`src/source/fetch_defs.svh`:
```
`ifndef FETCH_DEFS_SVH
`define FETCH_DEFS_SVH

// first fetch address out of reset
`define FETCH_RESET_ADDR 32'h0000_1000

// fetch queue entries
`define FETCH_QUEUE_DEPTH 8

// pc bits used to index the counter table
`define BP_INDEX_BITS 6

`endif

```
`src/source/fetch_pkg.sv`:
```
`default_nettype none

package fetch_pkg;

    // rv32 opcodes that steer the next pc
    localparam logic [6:0] OP_JAL    = 7'b1101111;
    localparam logic [6:0] OP_BRANCH = 7'b1100011;

    // one fetched word on its way to decode
    typedef struct packed {
        logic [31:0] addr;
        logic [31:0] inst;
        logic [7:0]  id;
    } fetch_pkt_t;

    // word aligned
    typedef struct packed {
        logic [31:0] addr;
    } mem_req_t;

    typedef struct packed {
        logic [31:0] inst;
    } mem_resp_t;

    // restart request from execute
    typedef struct packed {
        logic        valid;
        logic [31:0] addr;
    } redirect_t;

    // resolved conditional branch outcome
    typedef struct packed {
        logic        valid;
        logic [31:0] pc;
        logic        taken;
    } br_update_t;

endpackage

`default_nettype wire

```
`src/source/branch_predictor.sv`:
```
`timescale 1ns/1ps
`default_nettype none

`include "fetch_defs.svh"

module branch_predictor
    import fetch_pkg::*;
(
    input  wire             clk,
    input  wire             rst_n,

    input  wire logic [31:0] lookup_pc,
    output logic            pred_taken,

    input  wire br_update_t br_update
);

    localparam int IDX_W   = `BP_INDEX_BITS;
    localparam int ENTRIES = 1 << IDX_W;

    logic [1:0]       counters [ENTRIES];
    logic [IDX_W-1:0] lookup_idx;
    logic [IDX_W-1:0] update_idx;

    assign lookup_idx = lookup_pc[IDX_W+1:2];
    assign update_idx = br_update.pc[IDX_W+1:2];

    // msb of the counter is the prediction
    assign pred_taken = counters[lookup_idx][1];

    always_ff @(posedge clk) begin
        if (!rst_n) begin
            // weakly not-taken
            for (int i = 0; i < ENTRIES; i++) begin
                counters[i] <= 2'b01;
            end
        end else if (br_update.valid) begin
            if (br_update.taken) begin
                if (counters[update_idx] != 2'b11) begin
                    counters[update_idx] <= counters[update_idx] + 2'b01;
                end
            end else begin
                if (counters[update_idx] != 2'b00) begin
                    counters[update_idx] <= counters[update_idx] - 2'b01;
                end
            end
        end
    end

endmodule

`default_nettype wire

```
`src/source/fetch_unit.sv`:
```
`timescale 1ns/1ps
`default_nettype none

`include "fetch_defs.svh"

module fetch_unit
    import fetch_pkg::*;
(
    input  wire              clk,
    input  wire              rst_n,

    output logic             mem_req_valid,
    input  wire              mem_req_ready,
    output mem_req_t         mem_req,

    input  wire              mem_resp_valid,
    input  wire mem_resp_t   mem_resp,

    output logic             in_valid,
    input  wire              in_ready,
    output fetch_pkt_t       in_pkt,

    input  wire redirect_t   redirect,

    output logic [31:0]      lookup_pc,
    input  wire logic        pred_taken
);

    logic [31:0] pc;
    logic [31:0] req_addr;
    logic [7:0]  inst_id;
    logic        active;
    logic        outstanding;
    logic        squash;

    logic        req_fire;
    logic        resp_fire;

    logic [31:0] inst;
    logic [6:0]  opcode;
    logic [31:0] imm_j;
    logic [31:0] imm_b;
    logic [31:0] next_pc;

    // one request at a time, and only with room in the queue
    assign mem_req_valid = active && !outstanding && in_ready;
    assign mem_req.addr  = pc;

    assign req_fire  = mem_req_valid && mem_req_ready;
    assign resp_fire = mem_resp_valid && outstanding;

    // predictor looks at the word that is coming back
    assign lookup_pc = req_addr;

    assign inst   = mem_resp.inst;
    assign opcode = inst[6:0];

    assign imm_j = {{12{inst[31]}}, inst[19:12], inst[20], inst[30:21], 1'b0};
    assign imm_b = {{20{inst[31]}}, inst[7], inst[30:25], inst[11:8], 1'b0};

    always_comb begin
        next_pc = req_addr + 32'd4;
        if (opcode == OP_JAL) begin
            next_pc = req_addr + imm_j;
        end else if (opcode == OP_BRANCH && pred_taken) begin
            next_pc = req_addr + imm_b;
        end
    end

    // stale or same-cycle-redirected responses never reach the queue
    assign in_valid    = resp_fire && !squash && !redirect.valid;
    assign in_pkt.addr = req_addr;
    assign in_pkt.inst = inst;
    assign in_pkt.id   = inst_id;

    always_ff @(posedge clk) begin
        if (!rst_n) begin
            active      <= 1'b0;
            outstanding <= 1'b0;
            squash      <= 1'b0;
            inst_id     <= 8'd0;
        end else begin
            active <= 1'b1;

            if (req_fire) begin
                outstanding <= 1'b1;
            end else if (resp_fire) begin
                outstanding <= 1'b0;
            end

            // request in flight across a redirect is dropped on return
            if (redirect.valid && ((outstanding && !mem_resp_valid) || req_fire)) begin
                squash <= 1'b1;
            end else if (resp_fire) begin
                squash <= 1'b0;
            end

            if (in_valid) begin
                inst_id <= inst_id + 8'd1;
            end
        end
    end

    always_ff @(posedge clk) begin
        if (!rst_n) begin
            pc <= `FETCH_RESET_ADDR;
        end else if (redirect.valid) begin
            pc <= redirect.addr;
        end else if (in_valid) begin
            pc <= next_pc;
        end
    end

    // address of the request in flight
    always_ff @(posedge clk) begin
        if (req_fire) begin
            req_addr <= pc;
        end
    end

endmodule

`default_nettype wire

```
`src/source/fetch_queue.sv`:
```
`timescale 1ns/1ps
`default_nettype none

`include "fetch_defs.svh"

module fetch_queue
    import fetch_pkg::*;
(
    input  wire              clk,
    input  wire              rst_n,

    input  wire              flush,

    input  wire              in_valid,
    output logic             in_ready,
    input  wire fetch_pkt_t  in_pkt,

    output logic             out_valid,
    input  wire              out_ready,
    output fetch_pkt_t       out_pkt
);

    localparam int DEPTH = `FETCH_QUEUE_DEPTH;
    localparam int PTR_W = (DEPTH > 1) ? $clog2(DEPTH) : 1;
    localparam int CNT_W = $clog2(DEPTH + 1);

    fetch_pkt_t       entries [DEPTH];
    logic [PTR_W-1:0] wr_ptr;
    logic [PTR_W-1:0] rd_ptr;
    logic [CNT_W-1:0] count;

    logic             wr_en;
    logic             rd_en;

    assign in_ready  = count < CNT_W'(DEPTH);
    assign out_valid = count != '0;
    assign out_pkt   = entries[rd_ptr];

    assign wr_en = in_valid && in_ready;
    assign rd_en = out_valid && out_ready;

    function automatic logic [PTR_W-1:0] ptr_inc(input logic [PTR_W-1:0] ptr);
        if (ptr == PTR_W'(DEPTH - 1)) begin
            return '0;
        end
        return ptr + 1'b1;
    endfunction

    always_ff @(posedge clk) begin
        if (!rst_n || flush) begin
            wr_ptr <= '0;
            rd_ptr <= '0;
            count  <= '0;
        end else begin
            if (wr_en) begin
                wr_ptr <= ptr_inc(wr_ptr);
            end
            if (rd_en) begin
                rd_ptr <= ptr_inc(rd_ptr);
            end
            case ({wr_en, rd_en})
                2'b10:   count <= count + 1'b1;
                2'b01:   count <= count - 1'b1;
                default: count <= count;
            endcase
        end
    end

    // storage, flush wins over a write
    always_ff @(posedge clk) begin
        if (wr_en && !flush) begin
            entries[wr_ptr] <= in_pkt;
        end
    end

endmodule

`default_nettype wire

```
`src/source/fetch_top.sv`:
```
`timescale 1ns/1ps
`default_nettype none

module fetch_top
    import fetch_pkg::*;
(
    input  wire              clk,
    input  wire              rst_n,

    output logic             mem_req_valid,
    input  wire              mem_req_ready,
    output mem_req_t         mem_req,

    input  wire              mem_resp_valid,
    input  wire mem_resp_t   mem_resp,

    output logic             out_valid,
    input  wire              out_ready,
    output fetch_pkt_t       out_pkt,

    input  wire redirect_t   redirect,
    input  wire br_update_t  br_update
);

    logic        q_in_valid;
    logic        q_in_ready;
    fetch_pkt_t  q_in_pkt;
    logic [31:0] lookup_pc;
    logic        pred_taken;

    fetch_unit i_fetch_unit (
        .clk            (clk),
        .rst_n          (rst_n),
        .mem_req_valid  (mem_req_valid),
        .mem_req_ready  (mem_req_ready),
        .mem_req        (mem_req),
        .mem_resp_valid (mem_resp_valid),
        .mem_resp       (mem_resp),
        .in_valid       (q_in_valid),
        .in_ready       (q_in_ready),
        .in_pkt         (q_in_pkt),
        .redirect       (redirect),
        .lookup_pc      (lookup_pc),
        .pred_taken     (pred_taken)
    );

    branch_predictor i_branch_predictor (
        .clk        (clk),
        .rst_n      (rst_n),
        .lookup_pc  (lookup_pc),
        .pred_taken (pred_taken),
        .br_update  (br_update)
    );

    // redirect also empties whatever decode has not taken yet
    fetch_queue i_fetch_queue (
        .clk       (clk),
        .rst_n     (rst_n),
        .flush     (redirect.valid),
        .in_valid  (q_in_valid),
        .in_ready  (q_in_ready),
        .in_pkt    (q_in_pkt),
        .out_valid (out_valid),
        .out_ready (out_ready),
        .out_pkt   (out_pkt)
    );

endmodule

`default_nettype wire

```
`config.mk`:
```
export PLATFORM = sky130hd
export DESIGN_NAME = fetch_top
export DESIGN_NICKNAME = d
export VERILOG_FILES = /design/src/source/fetch_pkg.sv /design/src/source/branch_predictor.sv /design/src/source/fetch_unit.sv /design/src/source/fetch_queue.sv /design/src/source/fetch_top.sv
export VERILOG_INCLUDE_DIRS = /design/src /design/src/source
export SDC_FILE = /design/constraint.sdc
export NUM_CORES = 1
export LEC_CHECK = 0
export CORE_ASPECT_RATIO = 0.5
export CORE_MARGIN = 5
export CORE_UTILIZATION = 50
export DETAILED_ROUTE_END_ITERATION = 8
export DONT_BUFFER_PORTS = 1
export PLACE_DENSITY = 0.63
export SYNTH_ARGS = -nofsm -noshare
export SYNTH_HDL_FRONTEND = slang
export SYNTH_SLANG_ARGS = --single-unit
```
`constraint.sdc`:
```
create_clock -name clk -period 13.46 [get_ports clk]
set_input_delay 0.673 -clock clk [delete_from_list [all_inputs] [get_ports clk]]
set_output_delay 0.673 -clock clk [all_outputs]
set_load 0.1 [all_outputs]
```
==> impl_summary.md, run 1 <==
Cells and area
The multi-input gate area in the final layout is approximately 0.012 mm2. Summing all flip-flop and latch instances after layout gives 0.02335 mm2. The post-synthesis to final-layout area growth is 8.967%. The proportion of layout cells with a drive suffix above 1 is 20.39%. The library cell used most frequently in the layout, excluding fill and tap cells, is edfxtp_1.

In the layout the commonest cells are edfxtp_1, nand2_1, mux4_2, o21ai_0, a21oi_1. The final net count is around 2400. The share of the core filled with cells in the final layout is 55.18%. The number of filler instances in the final layout is between 5000 and 6000.

STA
The final setup skew is ~31 ps. For the pin with the worst max-slew slack, the measured transition is ~1300 ps. Setup violations remaining at the end of the flow were counted as 0. The final number of hold-violating endpoints was 0. The hold slack is approximately 110 ps. The final-report max-slew violation count was 0. The maximum clock frequency is between 200 and 250 MHz. The fraction of the cycle the final worst path needs is roughly a third. Counting I/O delays and the setup requirement, the final critical path takes approximately 4700 ps. The sum of negative setup slack is 0 ps. Setup repair after global routing left no endpoint under its margin. The worst pin sits at a relative slew slack of ~16%.

Place
After legalization and detailed placement, the total HPWL measured 55.21 mm. Port buffering added 0 buffers. The weighted congestion at the end of routability-driven global placement is approximately 0.92.

Drt
Dividing the detail-routed wire length by the instance count gives 27.39 um. The average via count per standard cell is 6.278. The detail route stage leaves a number of antenna-violating nets equal to 0. The first-pass detailed-route iteration total is 6. The final wirelength is about 91 mm. After detailed routing, the number of remaining DRC violations is 0. For this block, the via count after detailed routing is ~21000. The violation count after the first detailed-route iteration is 1830.

Synthesis
The count of flip-flops with a built-in enable after synthesis is approximately 740. The share of synthesized area in the top cell type comes to 61.27%. For this run, the number of Yosys warnings is 0. The dominant synthesized flop cell is edfxtp_1. After synthesis, the cell types taking the most area are edfxtp_1, mux4_2, dfxtp_1. The largest area contributor in the netlist is edfxtp_1. The part of the Yosys area used for sequential elements is about two thirds.

The cell count after synthesis came out at roughly 2300. Counting distinct cell types in the post-synthesis netlist gives a little over 90. The flop and latch count out of synthesis is between 700 and 800. The synthesized net count is about 2500. The mapped cell area is between 0.03 and 0.04 mm2. The per-instance average area after synthesis is 15.59 um2. In the synthesized netlist the async set-or-reset flop fraction comes to 0%.

Critical path
The required time at the worst-slack endpoint is 12790 ps. The internal reg-to-reg setup slack is between 9000 and 10000 ps. The worst setup path is launched from a flip-flop. The largest driver fanout on the critical path is 59. The most critical setup path has its endpoint at out_pkt[23].

The critical path capture point type is an output pin. The length in cells of the worst reg-to-reg path is 9. The origin of the critical flop-to-flop path is i_fetch_unit.lookup_pc[2]. The critical path arrival is about 4000 ps. The kind of critical path is reg2out. The critical register-to-register path endpoint is i_fetch_unit.mem_req[20].

Floorplanning
The area of the core region is slightly above 0.07 mm2. The area of the die is 0.07794 mm2. In this run the core area contains slightly below 70 standard-cell rows. The I/O pin count is 210. The y dimension of the die is roughly 200 um. The floorplan step set the die width to 389.8 um. The effective utilization at floorplan is 50.64%.

Global routing
For this run, global-route usage on met1 was measured as about a third. For this run, global-route usage on met3 was measured as between 4 and 5%. The total global-route track usage is 23.14%. The via count of the first global-routing pass came to around 20000. The pin count of the biggest net entering global routing is about 110.

The leftover overflow at the end of global routing is 0. The first global-routing pass estimated around 130 mm of wire. The fraction of met2 tracks used by global routing is a little under two fifths. The global routing stage identified its most utilized layer as met2.

The number of antenna violations at the first check in global routing came to 4.

Clocking
The clock input transition at the sequential cells of the worst setup and hold paths is 70 ps. The CTS root buffer is clkbuf_16. The clock tree from TritonCTS is built.

For the worst-skew pair, the clock arrives at the later sink with an insertion delay of roughly 670 ps. The count of clock tree sinks is about 800. The post-CTS setup buffer count is 0.

The clock buffer count from CTS is 71. The buffer depth of the longest clock path is 3. The number of levels the H-tree was split into is 3.

Power and ir drop
The power density over the cells is between 100 and 150 mW/mm2. The design draws just over 5 mW. The worst-case IR drop observed on VDD is 0.1167 mV. The standby leakage power is about 12 nW.

Job
The number of maximum-capacitance violations is 0.

Status
The flow ran to the end, and the final reports show no timing, DRC or antenna violations.

Hold path
The min-delay analysis places its worst path in the category in2reg.
[sequential cells by signal (all words and copies together), names as in the netlist, named ones only]
signal and flops:
i_branch_predictor.counters 128, i_fetch_queue.count 4, i_fetch_queue.entries 576, i_fetch_queue.rd_ptr 3
i_fetch_queue.wr_ptr 3, i_fetch_unit.active 1, i_fetch_unit.inst_id 8, i_fetch_unit.lookup_pc 32
i_fetch_unit.mem_req 32, i_fetch_unit.outstanding 1, i_fetch_unit.squash 1
[routing by layer]
| layer | part of all wire (%) | wire [um] |
|---|---|---|
| met2 | 48 | 43720 |
| met1 | 42 | 37730 |
| met3 | 7.3 | 6620 |
| met4 | 2.7 | 2461 |
| met5 | 0 | 0 |
[critical path, cell delays in order (launching register included)]
cell	delay, ps
dfxtp_4	730
buf_4	720
buf_4	800
mux4_2	420
mux2_2	500
[worst min path at each step]
| stage | endpoint | from | depth (start not counted) |
|---|---|---|---|
| after floorplan | flip-flop | i_fetch_queue.rd_ptr[2] | 2 |
| after global placement | flip-flop | i_fetch_queue.rd_ptr[2] | 2 |
| after detailed placement | flip-flop | i_fetch_queue.rd_ptr[2] | 2 |
| after CTS | i_fetch_queue.entries[7][35] | mem_resp[27] | 0 |
| after global routing | i_fetch_queue.entries[7][35] | mem_resp[27] | 0 |
| final | i_fetch_queue.entries[7][35] | mem_resp[27] | 0 |
[power by group]
part	switching (mW)	internal, mW
registers	0.0817	2.72
logic	0.209	0.107
clock network	0.939	1.10
[final cells by class]
| type | instances | share of cell area [%] |
|---|---|---|
| clock inverter | 34 | 0.9391 |
| clock buffer | 97 | 4.870 |
| sequential | 798 | 59.42 |
| timing repair buffer | 39 | 0.8277 |
| inverter | 31 | 0.2960 |
| multi-input combinational | 1345 | 30.58 |
| tap | 958 | 3.050 |
| antenna | 3 | 0.01910 |
[stage by stage]
stage          area, um2  worst slack (ps)  instances
2_1_floorplan      36070              3782       2313
5_1_grt            39300              8618       3304
3_5_place_dp       37000              9114       3170
6_report           39310              8799       3305
4_1_cts            39300              8727       3302
3_3_place_gp       37000              9167       3170
[Yosys cell counts, drive strengths merged, types with 12 or more instances]
library cell	number
a21oi	101
xnor2	45
nor3b	13
xor2	31
o21ai	135
a21o	22
a31oi	14
nor3	102
edfxtp	736
o22ai	12
nand3	44
dfxtp	62
nand2	183
ha	52
a211oi	15
mux4	177
and2	16
o31ai	13
nor2	68
buf	55
nand2b	17
nand4	15
clkbuf	84
mux2i	34
inv	29
and3	20
mux2	79
o211ai	20
[cell families (layout without fill, tap and decap cells)]
logic type	Yosys count	count (layout)	synth area share, %
fa+ha+maj	55	55	1.970
mux	290	290	14.50
flops	798	798	64.71
compound gates	404	404	7.014
buf+inv	170	201	2.158
simple gates	520	520	7.798
xor+xnor	76	76	1.845
other cells	0	3	0
[timing repair]
item	CTS	global route
endpoints found under the hold margin	1	0
hold buffers	1	0
gates resized for setup	0	0
(Power assumes the default switching activity.)
==> run 2: changes to the inputs <==
--- a/config.mk
+++ b/config.mk
@@ -11,7 +11,7 @@
 export CORE_UTILIZATION = 50
 export DETAILED_ROUTE_END_ITERATION = 8
 export DONT_BUFFER_PORTS = 1
-export PLACE_DENSITY = 0.63
+export PLACE_DENSITY = 0.66
 export SYNTH_ARGS = -nofsm -noshare
 export SYNTH_HDL_FRONTEND = slang
 export SYNTH_SLANG_ARGS = --single-unit
==> constraint.sdc (replaced) <==
create_clock -name clk -period 3.7 [get_ports clk]
set_input_delay 0.185 -clock clk [delete_from_list [all_inputs] [get_ports clk]]
set_output_delay 0.185 -clock clk [all_outputs]
set_load 0.1 [all_outputs]
==> impl_summary.md, run 2 (synthesis gave the netlist of run 1 again) <==
Status
The run finished with clean final reports.

STA
The final-report max-slew violation count is 0 (unchanged). The clock period minus worst slack is roughly 3600 ps. The setup violation total in the final timing report came to 0 (unchanged).

The post-route worst setup slack came to 146.8 ps (-8653 ps). Static timing analysis puts the maximum clock frequency at roughly 280 MHz. Setup repair after global routing left no endpoint under its margin. The sum of negative setup slack is 0 ps (unchanged). The tightest slew margin relative to the limit is 19.66% (+3.2 points).

After layout, the worst path uses between 90% and 100% of the clock period. The final setup skew came to 46.91 ps (+15.52 ps). The transition time at the pin with the least slew margin is 1203 ps (-49.12 ps). The final number of hold-violating endpoints came to 0 (unchanged).

Drt
The average detailed-routed wire length per instance is 26.93 um (-1.7%). The first-pass detailed-route iteration total is 8 (+2). The number of vias after detailed routing is 21780 (+4.9%). The violation count after the first detailed-route iteration is 2191 (+20%). The average via count per standard cell was 6.266 (-0.19%). The post-detailed-route DRC marker count is 0 (unchanged).

The final wirelength came to 93.58 mm (+3.4%). The count of nets left with antenna violations after detail routing is 0 (unchanged).

Place
The weighted congestion at the end of routability-driven global placement came to 0.9146 (-0.23%). The pre-CTS setup slack is 163.3 ps (-8951 ps). The sum of net half-perimeters after detailed placement was 58.41 mm (+5.8%). The count of input and output buffers is 0 (unchanged).

Clocking
TritonCTS built the clock tree. The number of levels the H-tree was split into is 3 (unchanged). The clock input transition at the sequential cells of the worst setup and hold paths was 60 ps (about the same). The count of clock tree sinks was 798 (unchanged). The CTS root buffer is clkbuf_16. The buffer depth of the longest clock path is 3 (unchanged). The insertion delay of the later-clocked pin in the worst-skew pair is 680 ps (about the same).

The clock buffer count from CTS is 73 (+2.8%).

Critical path
The critical path arrival is 3940 ps (-50 ps). The critical register-to-register path endpoint is i_branch_predictor.counters[10][1]. The required time at the worst-slack endpoint is 4080 ps (-8710 ps). The critical path capture point type is a flip-flop. On the critical path, the stage with the largest delay is an instance of dlygate4sd3_1. The launching element type of the critical path is a flip-flop.

The family with the most delay on the worst path is buffers and inverters. The worst setup path is of the reg2reg kind. The length in cells of the worst reg-to-reg path came to 11 (+2).

The peak per-stage delay on the critical path is 580 ps (-220 ps). The startpoint identified for the worst register-to-register timing path is i_branch_predictor.counters[35][1]. The sum of buffers and inverters on the critical path is 3 (+1). The internal reg-to-reg setup slack was 150 ps (-9070 ps). Traced cell by cell, the critical path runs through mux4_2 > a221oi_1 > o22ai_1 > nor4_4 > buf_4 > xor2_1 > nor2_1 > a21oi_4 > buf_6 > nor4_1 > dlygate4sd3_1. The largest driver fanout on the critical path is 28 (-53%).

Floorplanning
The effective utilization at floorplan is 50.64% (unchanged). The area of the die was 0.07794 mm2 (unchanged). The area of the core region is 0.07122 mm2 (unchanged). The number of placement rows is 69 (unchanged).

The I/O pin count is 210 (unchanged). The width of the die came to 389.8 um (unchanged). The y dimension of the die came to 199.9 um (unchanged).

Cells and area
The flip-flop count of the largest register after layout is 576 (unchanged). The proportion of layout cells with a drive suffix above 1 is 22.86% (+2.5 points). The final net count came to 2609 (+6.7%).

In the layout the commonest cells are edfxtp_1, nand2_1, mux4_2, o21ai_0, a21oi_1. The share of the core filled with cells in the final layout is 58.15% (+3.0 points). In the final layout, the registers with the most flip-flops are i_fetch_queue.entries: 576 flops, i_branch_predictor.counters: 128 flops. The post-synthesis to final-layout area growth is 14.81%. The number of filler instances in the final layout is 5382 (-4.5%). The most frequent standard cell in the layout excluding fill and tap cells is edfxtp_1. Ranked by flip-flop count, first place goes to i_fetch_queue.entries.

Power and ir drop
The power share of the clock group is 41.7% (+2.2 points). The power share of the sequential group came to 51.1% (-3.3 points). The net switching component of the power is 4.643 mW (+280%).

The power density over the cells is 480.1 mW/mm2 (+270%). The logic gate share of total power is 7.2% (+1.1 points). The largest vdd supply drop is 0.3322 mV (+180%). The fraction of power spent switching nets is 23.35% (-0.49 points). The standby leakage power is 13.13 nW (+7.9%). The total power of the final layout came to 19.88 mW (+290%).

The internal power summed over all cells is 15.24 mW (+290%).

Global routing
The fraction of met2 tracks used by global routing came to 38.85% (+1.1 points). The via count of the first global-routing pass was 21580 (+4.7%). The number of antenna violations at the first check in global routing is 2 (-2).

After global routing, the most crowded layer is met2. The leftover overflow at the end of global routing was 0 (unchanged). The pin count of the biggest net entering global routing is 106 (-2.8%).

The met1 track utilization from global routing was 33.07% (+0.88 points). The total global-route track usage came to 23.85% (+0.71 points). The first-pass GRT wire length came to 138.4 mm (+3.2%). The fraction of met3 tracks used by global routing is 4.553% (+0.12 points).

Hold path
In this run the most critical hold path is launched from br_update[3]. The worst hold path terminates at i_branch_predictor.counters[29][0]. The worst hold path belongs to the class in2reg. The worst hold path depth is 4 (+4).

Job
The number of maximum-capacitance violations was 0 (unchanged).
## run 2: timing repair
| item | 4_1_cts | 5_1_grt |
|---|---|---|
| endpoints found under the setup margin | 0 | 9 |
| hold endpoints to repair | 496 | 1 |
| setup buffers | 0 | 1 |
| resized for setup | 0 | 4 |
| hold buffers | 85 | 1 |
## run 2: cell type report
cell class / count / area [um2] / area share, %
Timing Repair Buffer: 201 / 1968 / 4.752
Multi-Input combinational cell: 1345 / 12100 / 29.22
Sequential cell: 798 / 23350 / 56.39
Antenna cell: 6 / 15.01 / 0.03625
Clock inverter: 42 / 650.6 / 1.571
Clock buffer: 94 / 2007 / 4.846
Inverter: 31 / 121.4 / 0.2931
Tap cell: 958 / 1199 / 2.894
## run 2: per-stage QoR
step                      cells  instance area (um2)  hold WS [ps]
after floorplan            2313                36180         212.7
after global placement     3246                37820         219.8
after detailed placement   3246                37820         220.5
after CTS                  3467                41360         7.876
after global routing       3471                41400         37.09
final                      3475                41410         66.06
## run 2: how the worst max path moves through the flow
stage | end | start | slack (ps) | depth (start not counted)
after detailed placement | i_branch_predictor.counters[7][1] | i_branch_predictor.counters[30][1] | 160 | 9
final | i_branch_predictor.counters[10][1] | i_branch_predictor.counters[35][1] | 150 | 11
after global placement | i_branch_predictor.counters[7][0] | i_branch_predictor.counters[30][1] | 230 | 9
after CTS | i_branch_predictor.counters[10][1] | i_branch_predictor.counters[30][1] | 50 | 10
after floorplan | i_fetch_queue.entries[4][0] | i_fetch_unit.outstanding | -220 | 6
after global routing | i_branch_predictor.counters[10][1] | i_branch_predictor.counters[35][1] | 20 | 11
## run 2: per-layer routing
metal | vias up | routed length [um]
met5 | - | 0
met4 | 0 | 3034
met3 | 189 | 7801
met2 | 990 | 44630
met1 | 11100 | 38120
li1 | 9494 | -
## run 2: worst register-to-register path: stages (launching register included)
cell and delay (ps):
edfxtp_1 420, mux4_2 490, a221oi_1 340, o22ai_1 190, nor4_4 230, buf_4 200, xor2_1 160, nor2_1 80
a21oi_4 170, buf_6 320, nor4_1 80, dlygate4sd3_1 580
## run 2: power by group through the flow
stage / clock network, mW / logic [mW] / registers [mW]
detailed placement: 0 / 1.23 / 10.4
global route: 8.85 / 1.51 / 10.2
CTS: 8.44 / 1.39 / 10.2
finish: 8.29 / 1.42 / 10.2
global placement: 0 / 1.22 / 10.4
floorplan: 0 / 0.937 / 10.3
==> run 3: changes to the inputs <==
--- a/config.mk
+++ b/config.mk
@@ -8,10 +8,10 @@
 export LEC_CHECK = 0
 export CORE_ASPECT_RATIO = 0.5
 export CORE_MARGIN = 5
-export CORE_UTILIZATION = 50
+export CORE_UTILIZATION = 58
 export DETAILED_ROUTE_END_ITERATION = 8
 export DONT_BUFFER_PORTS = 1
-export PLACE_DENSITY = 0.66
+export PLACE_DENSITY = 0.74
 export SYNTH_ARGS = -nofsm -noshare
 export SYNTH_HDL_FRONTEND = slang
 export SYNTH_SLANG_ARGS = --single-unit
==> impl_summary.md, run 3 (synthesis gave the netlist of run 1 again) <==
Drt
The final wirelength is 92.52 mm (-1.1%). The post-detailed-route DRC marker count is 0 (unchanged). The average via count per standard cell is 6.636 (+5.9%). The count of nets left with antenna violations after detail routing is 0 (unchanged). The number of vias after detailed routing is 22090 (+1.4%). The first-pass detailed-route iteration total is 7 (-1). The violation count after the first detailed-route iteration came to 2801 (+28%). The average detailed-routed wire length per instance is 27.79 um (+3.2%).

Hold path
The min-delay analysis places its worst path in the category in2reg. The worst hold path depth came to 3 (-1). The worst hold path terminates at i_branch_predictor.counters[63][0]. The source of the worst hold timing path is br_update[6].

Clocking
The buffer depth of the longest clock path came to 3 (unchanged). The insertion delay of the later-clocked pin in the worst-skew pair came to 620 ps (-60 ps). The clock input transition at the sequential cells of the worst setup and hold paths is 70 ps (about the same). TritonCTS built the clock tree. The CTS root buffer is clkbuf_16. The clock buffer count from CTS is 68 (-6.8%). The count of clock tree sinks came to 798 (unchanged). The number of levels the H-tree was split into was 3 (unchanged).

Global routing
The via count of the first global-routing pass is 21990 (+1.9%). The leftover overflow at the end of global routing is 0 (unchanged). The pin count of the biggest net entering global routing is 104 (-1.9%). The total global-route track usage is 27.15% (+3.3 points). The number of antenna violations at the first check in global routing is 5 (+3). The first-pass GRT wire length was 138.9 mm (+0.37%).

Cells and area
The number of filler instances in the final layout is 4112 (-24%). The final instance area is 0.04085 mm2 (-1.4%). The sequential cell area came to 0.02335 mm2 (unchanged). The multi-input gate area in the final layout is 0.01209 mm2 (about the same). The proportion of layout cells with a drive suffix above 1 was 22.00% (-0.86 points). Leaving out fill and tap cells, the most frequent cells in the layout are edfxtp_1, nand2_1, mux4_2, o21ai_0, a21oi_1. The post-synthesis to final-layout area growth is 13.24%. The flip-flop count of the largest register after layout was 576 (unchanged). The final net count came to 2604 (-0.19%). The most frequent standard cell in the layout excluding fill and tap cells is edfxtp_1.

Ranked by flip-flop count, first place goes to i_fetch_queue.entries. The largest registers in the layout are i_fetch_queue.entries: 576 flops, i_branch_predictor.counters: 128 flops.

Power and ir drop
The power share of the clock group came to 38.7% (-3.0 points). The power share of the sequential group is 53.8% (+2.7 points). The logic gate share of total power is 7.5% (+0.3 points). The internal power summed over all cells is 14.43 mW (-5.3%).

The power density over the cells was 462.2 mW/mm2 (-3.7%). The net switching component of the power was 4.449 mW (-4.2%). The standby leakage power is 12.92 nW (-1.6%). The largest vdd supply drop was 0.4074 mV (+23%).

The fraction of power spent switching nets was 23.57% (+0.22 points). The total power of the final layout is 18.88 mW (-5.0%).

STA
The setup violation total in the final timing report is 0 (unchanged). The final number of hold-violating endpoints was 0 (unchanged). The maximum clock frequency is 272.4 MHz (-3.2%).

The clock period minus worst slack is 3670 ps (+117.2 ps). The final setup skew is 20.03 ps (-26.87 ps). Setup repair after global routing could not meet its margin everywhere. The tightest slew margin relative to the limit is 23.79% (+4.1 points).

The transition time at the pin with the least slew margin is 1142 ps (-61.82 ps). The final-report max-slew violation count is 0 (unchanged). The fraction of the cycle the final worst path needs came to 99.20% (+3.2 points).

Critical path
The origin of the critical flop-to-flop path is i_branch_predictor.counters[23][1]. The critical path arrival is 4150 ps (+210 ps). The length in cells of the worst reg-to-reg path is 10 (-1).

The worst setup path is of the reg2reg kind. The worst setup path is launched from a flip-flop. In this run the critical register-to-register path is captured at i_branch_predictor.counters[10][1].

The largest driver fanout on the critical path is 12 (-57%). The internal reg-to-reg setup slack is 30 ps (-120 ps). The worst setup path is captured at a flip-flop. The required time at the worst-slack endpoint is 4180 ps (+100 ps).

Floorplanning
The width of the die is 362.7 um (-7.0%). The effective utilization at floorplan came to 58.81% (+8.2 points). The y dimension of the die was 186.3 um (-6.8%). The area of the die is 0.06758 mm2 (-13%). The I/O pin count is 210 (unchanged). The area of the core region was 0.06134 mm2 (-14%). The number of placement rows is 64 (-7.2%).

Status
The run finished with clean final reports.

Place
The weighted congestion at the end of routability-driven global placement is 0.9230 (+0.92%). The area after detailed placement is 0.03760 mm2 (-0.58%). The count of input and output buffers was 0 (unchanged).

The sum of net half-perimeters after detailed placement is 55.86 mm (-4.4%).

Job
The number of maximum-capacitance violations is 0 (unchanged).
run 3: worst max path at each step:
stage | cells past startpoint | end | slack, ps | startpoint
6_report | 10 | i_branch_predictor.counters[10][1] | 30 | i_branch_predictor.counters[23][1]
5_1_grt | 10 | i_branch_predictor.counters[10][1] | -4 | i_branch_predictor.counters[38][1]
4_1_cts | 11 | i_branch_predictor.counters[10][1] | 40 | i_branch_predictor.counters[56][0]
3_5_place_dp | 10 | i_branch_predictor.counters[48][0] | 140 | i_branch_predictor.counters[56][0]
3_3_place_gp | 12 | i_fetch_unit.mem_req[31] | 280 | i_fetch_unit.lookup_pc[1]
2_1_floorplan | 6 | i_fetch_queue.entries[4][0] | -220 | i_fetch_unit.outstanding
run 3: critical path, cell delays in order, from the launching register on:
cell and delay, ps:
edfxtp_1 430, mux4_2 500, a221oi_1 410, o22ai_1 200, nor4_4 390, nor2b_4 100
a211oi_2 240, buf_4 280, nand2_4 150, nor4_1 250, dlygate4sd3_1 590
run 3: area by class of cell:
| cell class | instances | share of cell area (%) |
|---|---|---|
| sequential | 798 | 57.18 |
| timing repair buffer | 201 | 4.858 |
| inverter | 31 | 0.2971 |
| clock inverter | 32 | 0.9711 |
| clock buffer | 93 | 4.546 |
| multi-input combinational | 1345 | 29.60 |
| tap | 825 | 2.527 |
| antenna | 4 | 0.02451 |
run 3: power groups by stage:
| stage | Clock [mW] | Sequential (mW) | Combinational [mW] |
|---|---|---|---|
| after global placement | 0 | 10.4 | 1.21 |
| after floorplan | 0 | 10.3 | 0.937 |
| final | 7.30 | 10.2 | 1.41 |
| after CTS | 7.38 | 10.2 | 1.38 |
| after detailed placement | 0 | 10.4 | 1.22 |
| after global routing | 7.81 | 10.2 | 1.50 |
run 3: repair_timing:
action,CTS,global route
endpoints found under the setup margin,0,37
hold buffers,94,0
endpoints found under the hold margin,467,0
gates resized for setup,0,3
buffers inserted,0,0
run 3: layer usage:
| metal | up-vias | track usage [%] | wire [um] |
|---|---|---|---|
| met3 | 241 | 4.634 | 7501 |
| li1 | 9474 | - | - |
| met4 | 2 | 8.127 | 3229 |
| met1 | 11210 | 38.06 | 36550 |
| met5 | - | 0 | 10 |
| met2 | 1159 | 44.45 | 45230 |
run 3: per-stage QoR:
step / hold slack, ps / TNS [ps] / utilization (%) / setup slack (ps) / instances
5_1_grt: 24.10 / -4.267 / 66.58 / -4.267 / 3326
2_1_floorplan: 212.7 / -23560 / - / -219.1 / 2313
4_1_cts: 7.214 / 0 / 66.56 / 42.80 / 3325
6_report: 29.32 / 0 / 66.59 / 29.58 / 3329
3_3_place_gp: 246.8 / 0 / 61.30 / 280.8 / 3106
3_5_place_dp: 257.7 / 0 / 61.30 / 138.7 / 3106
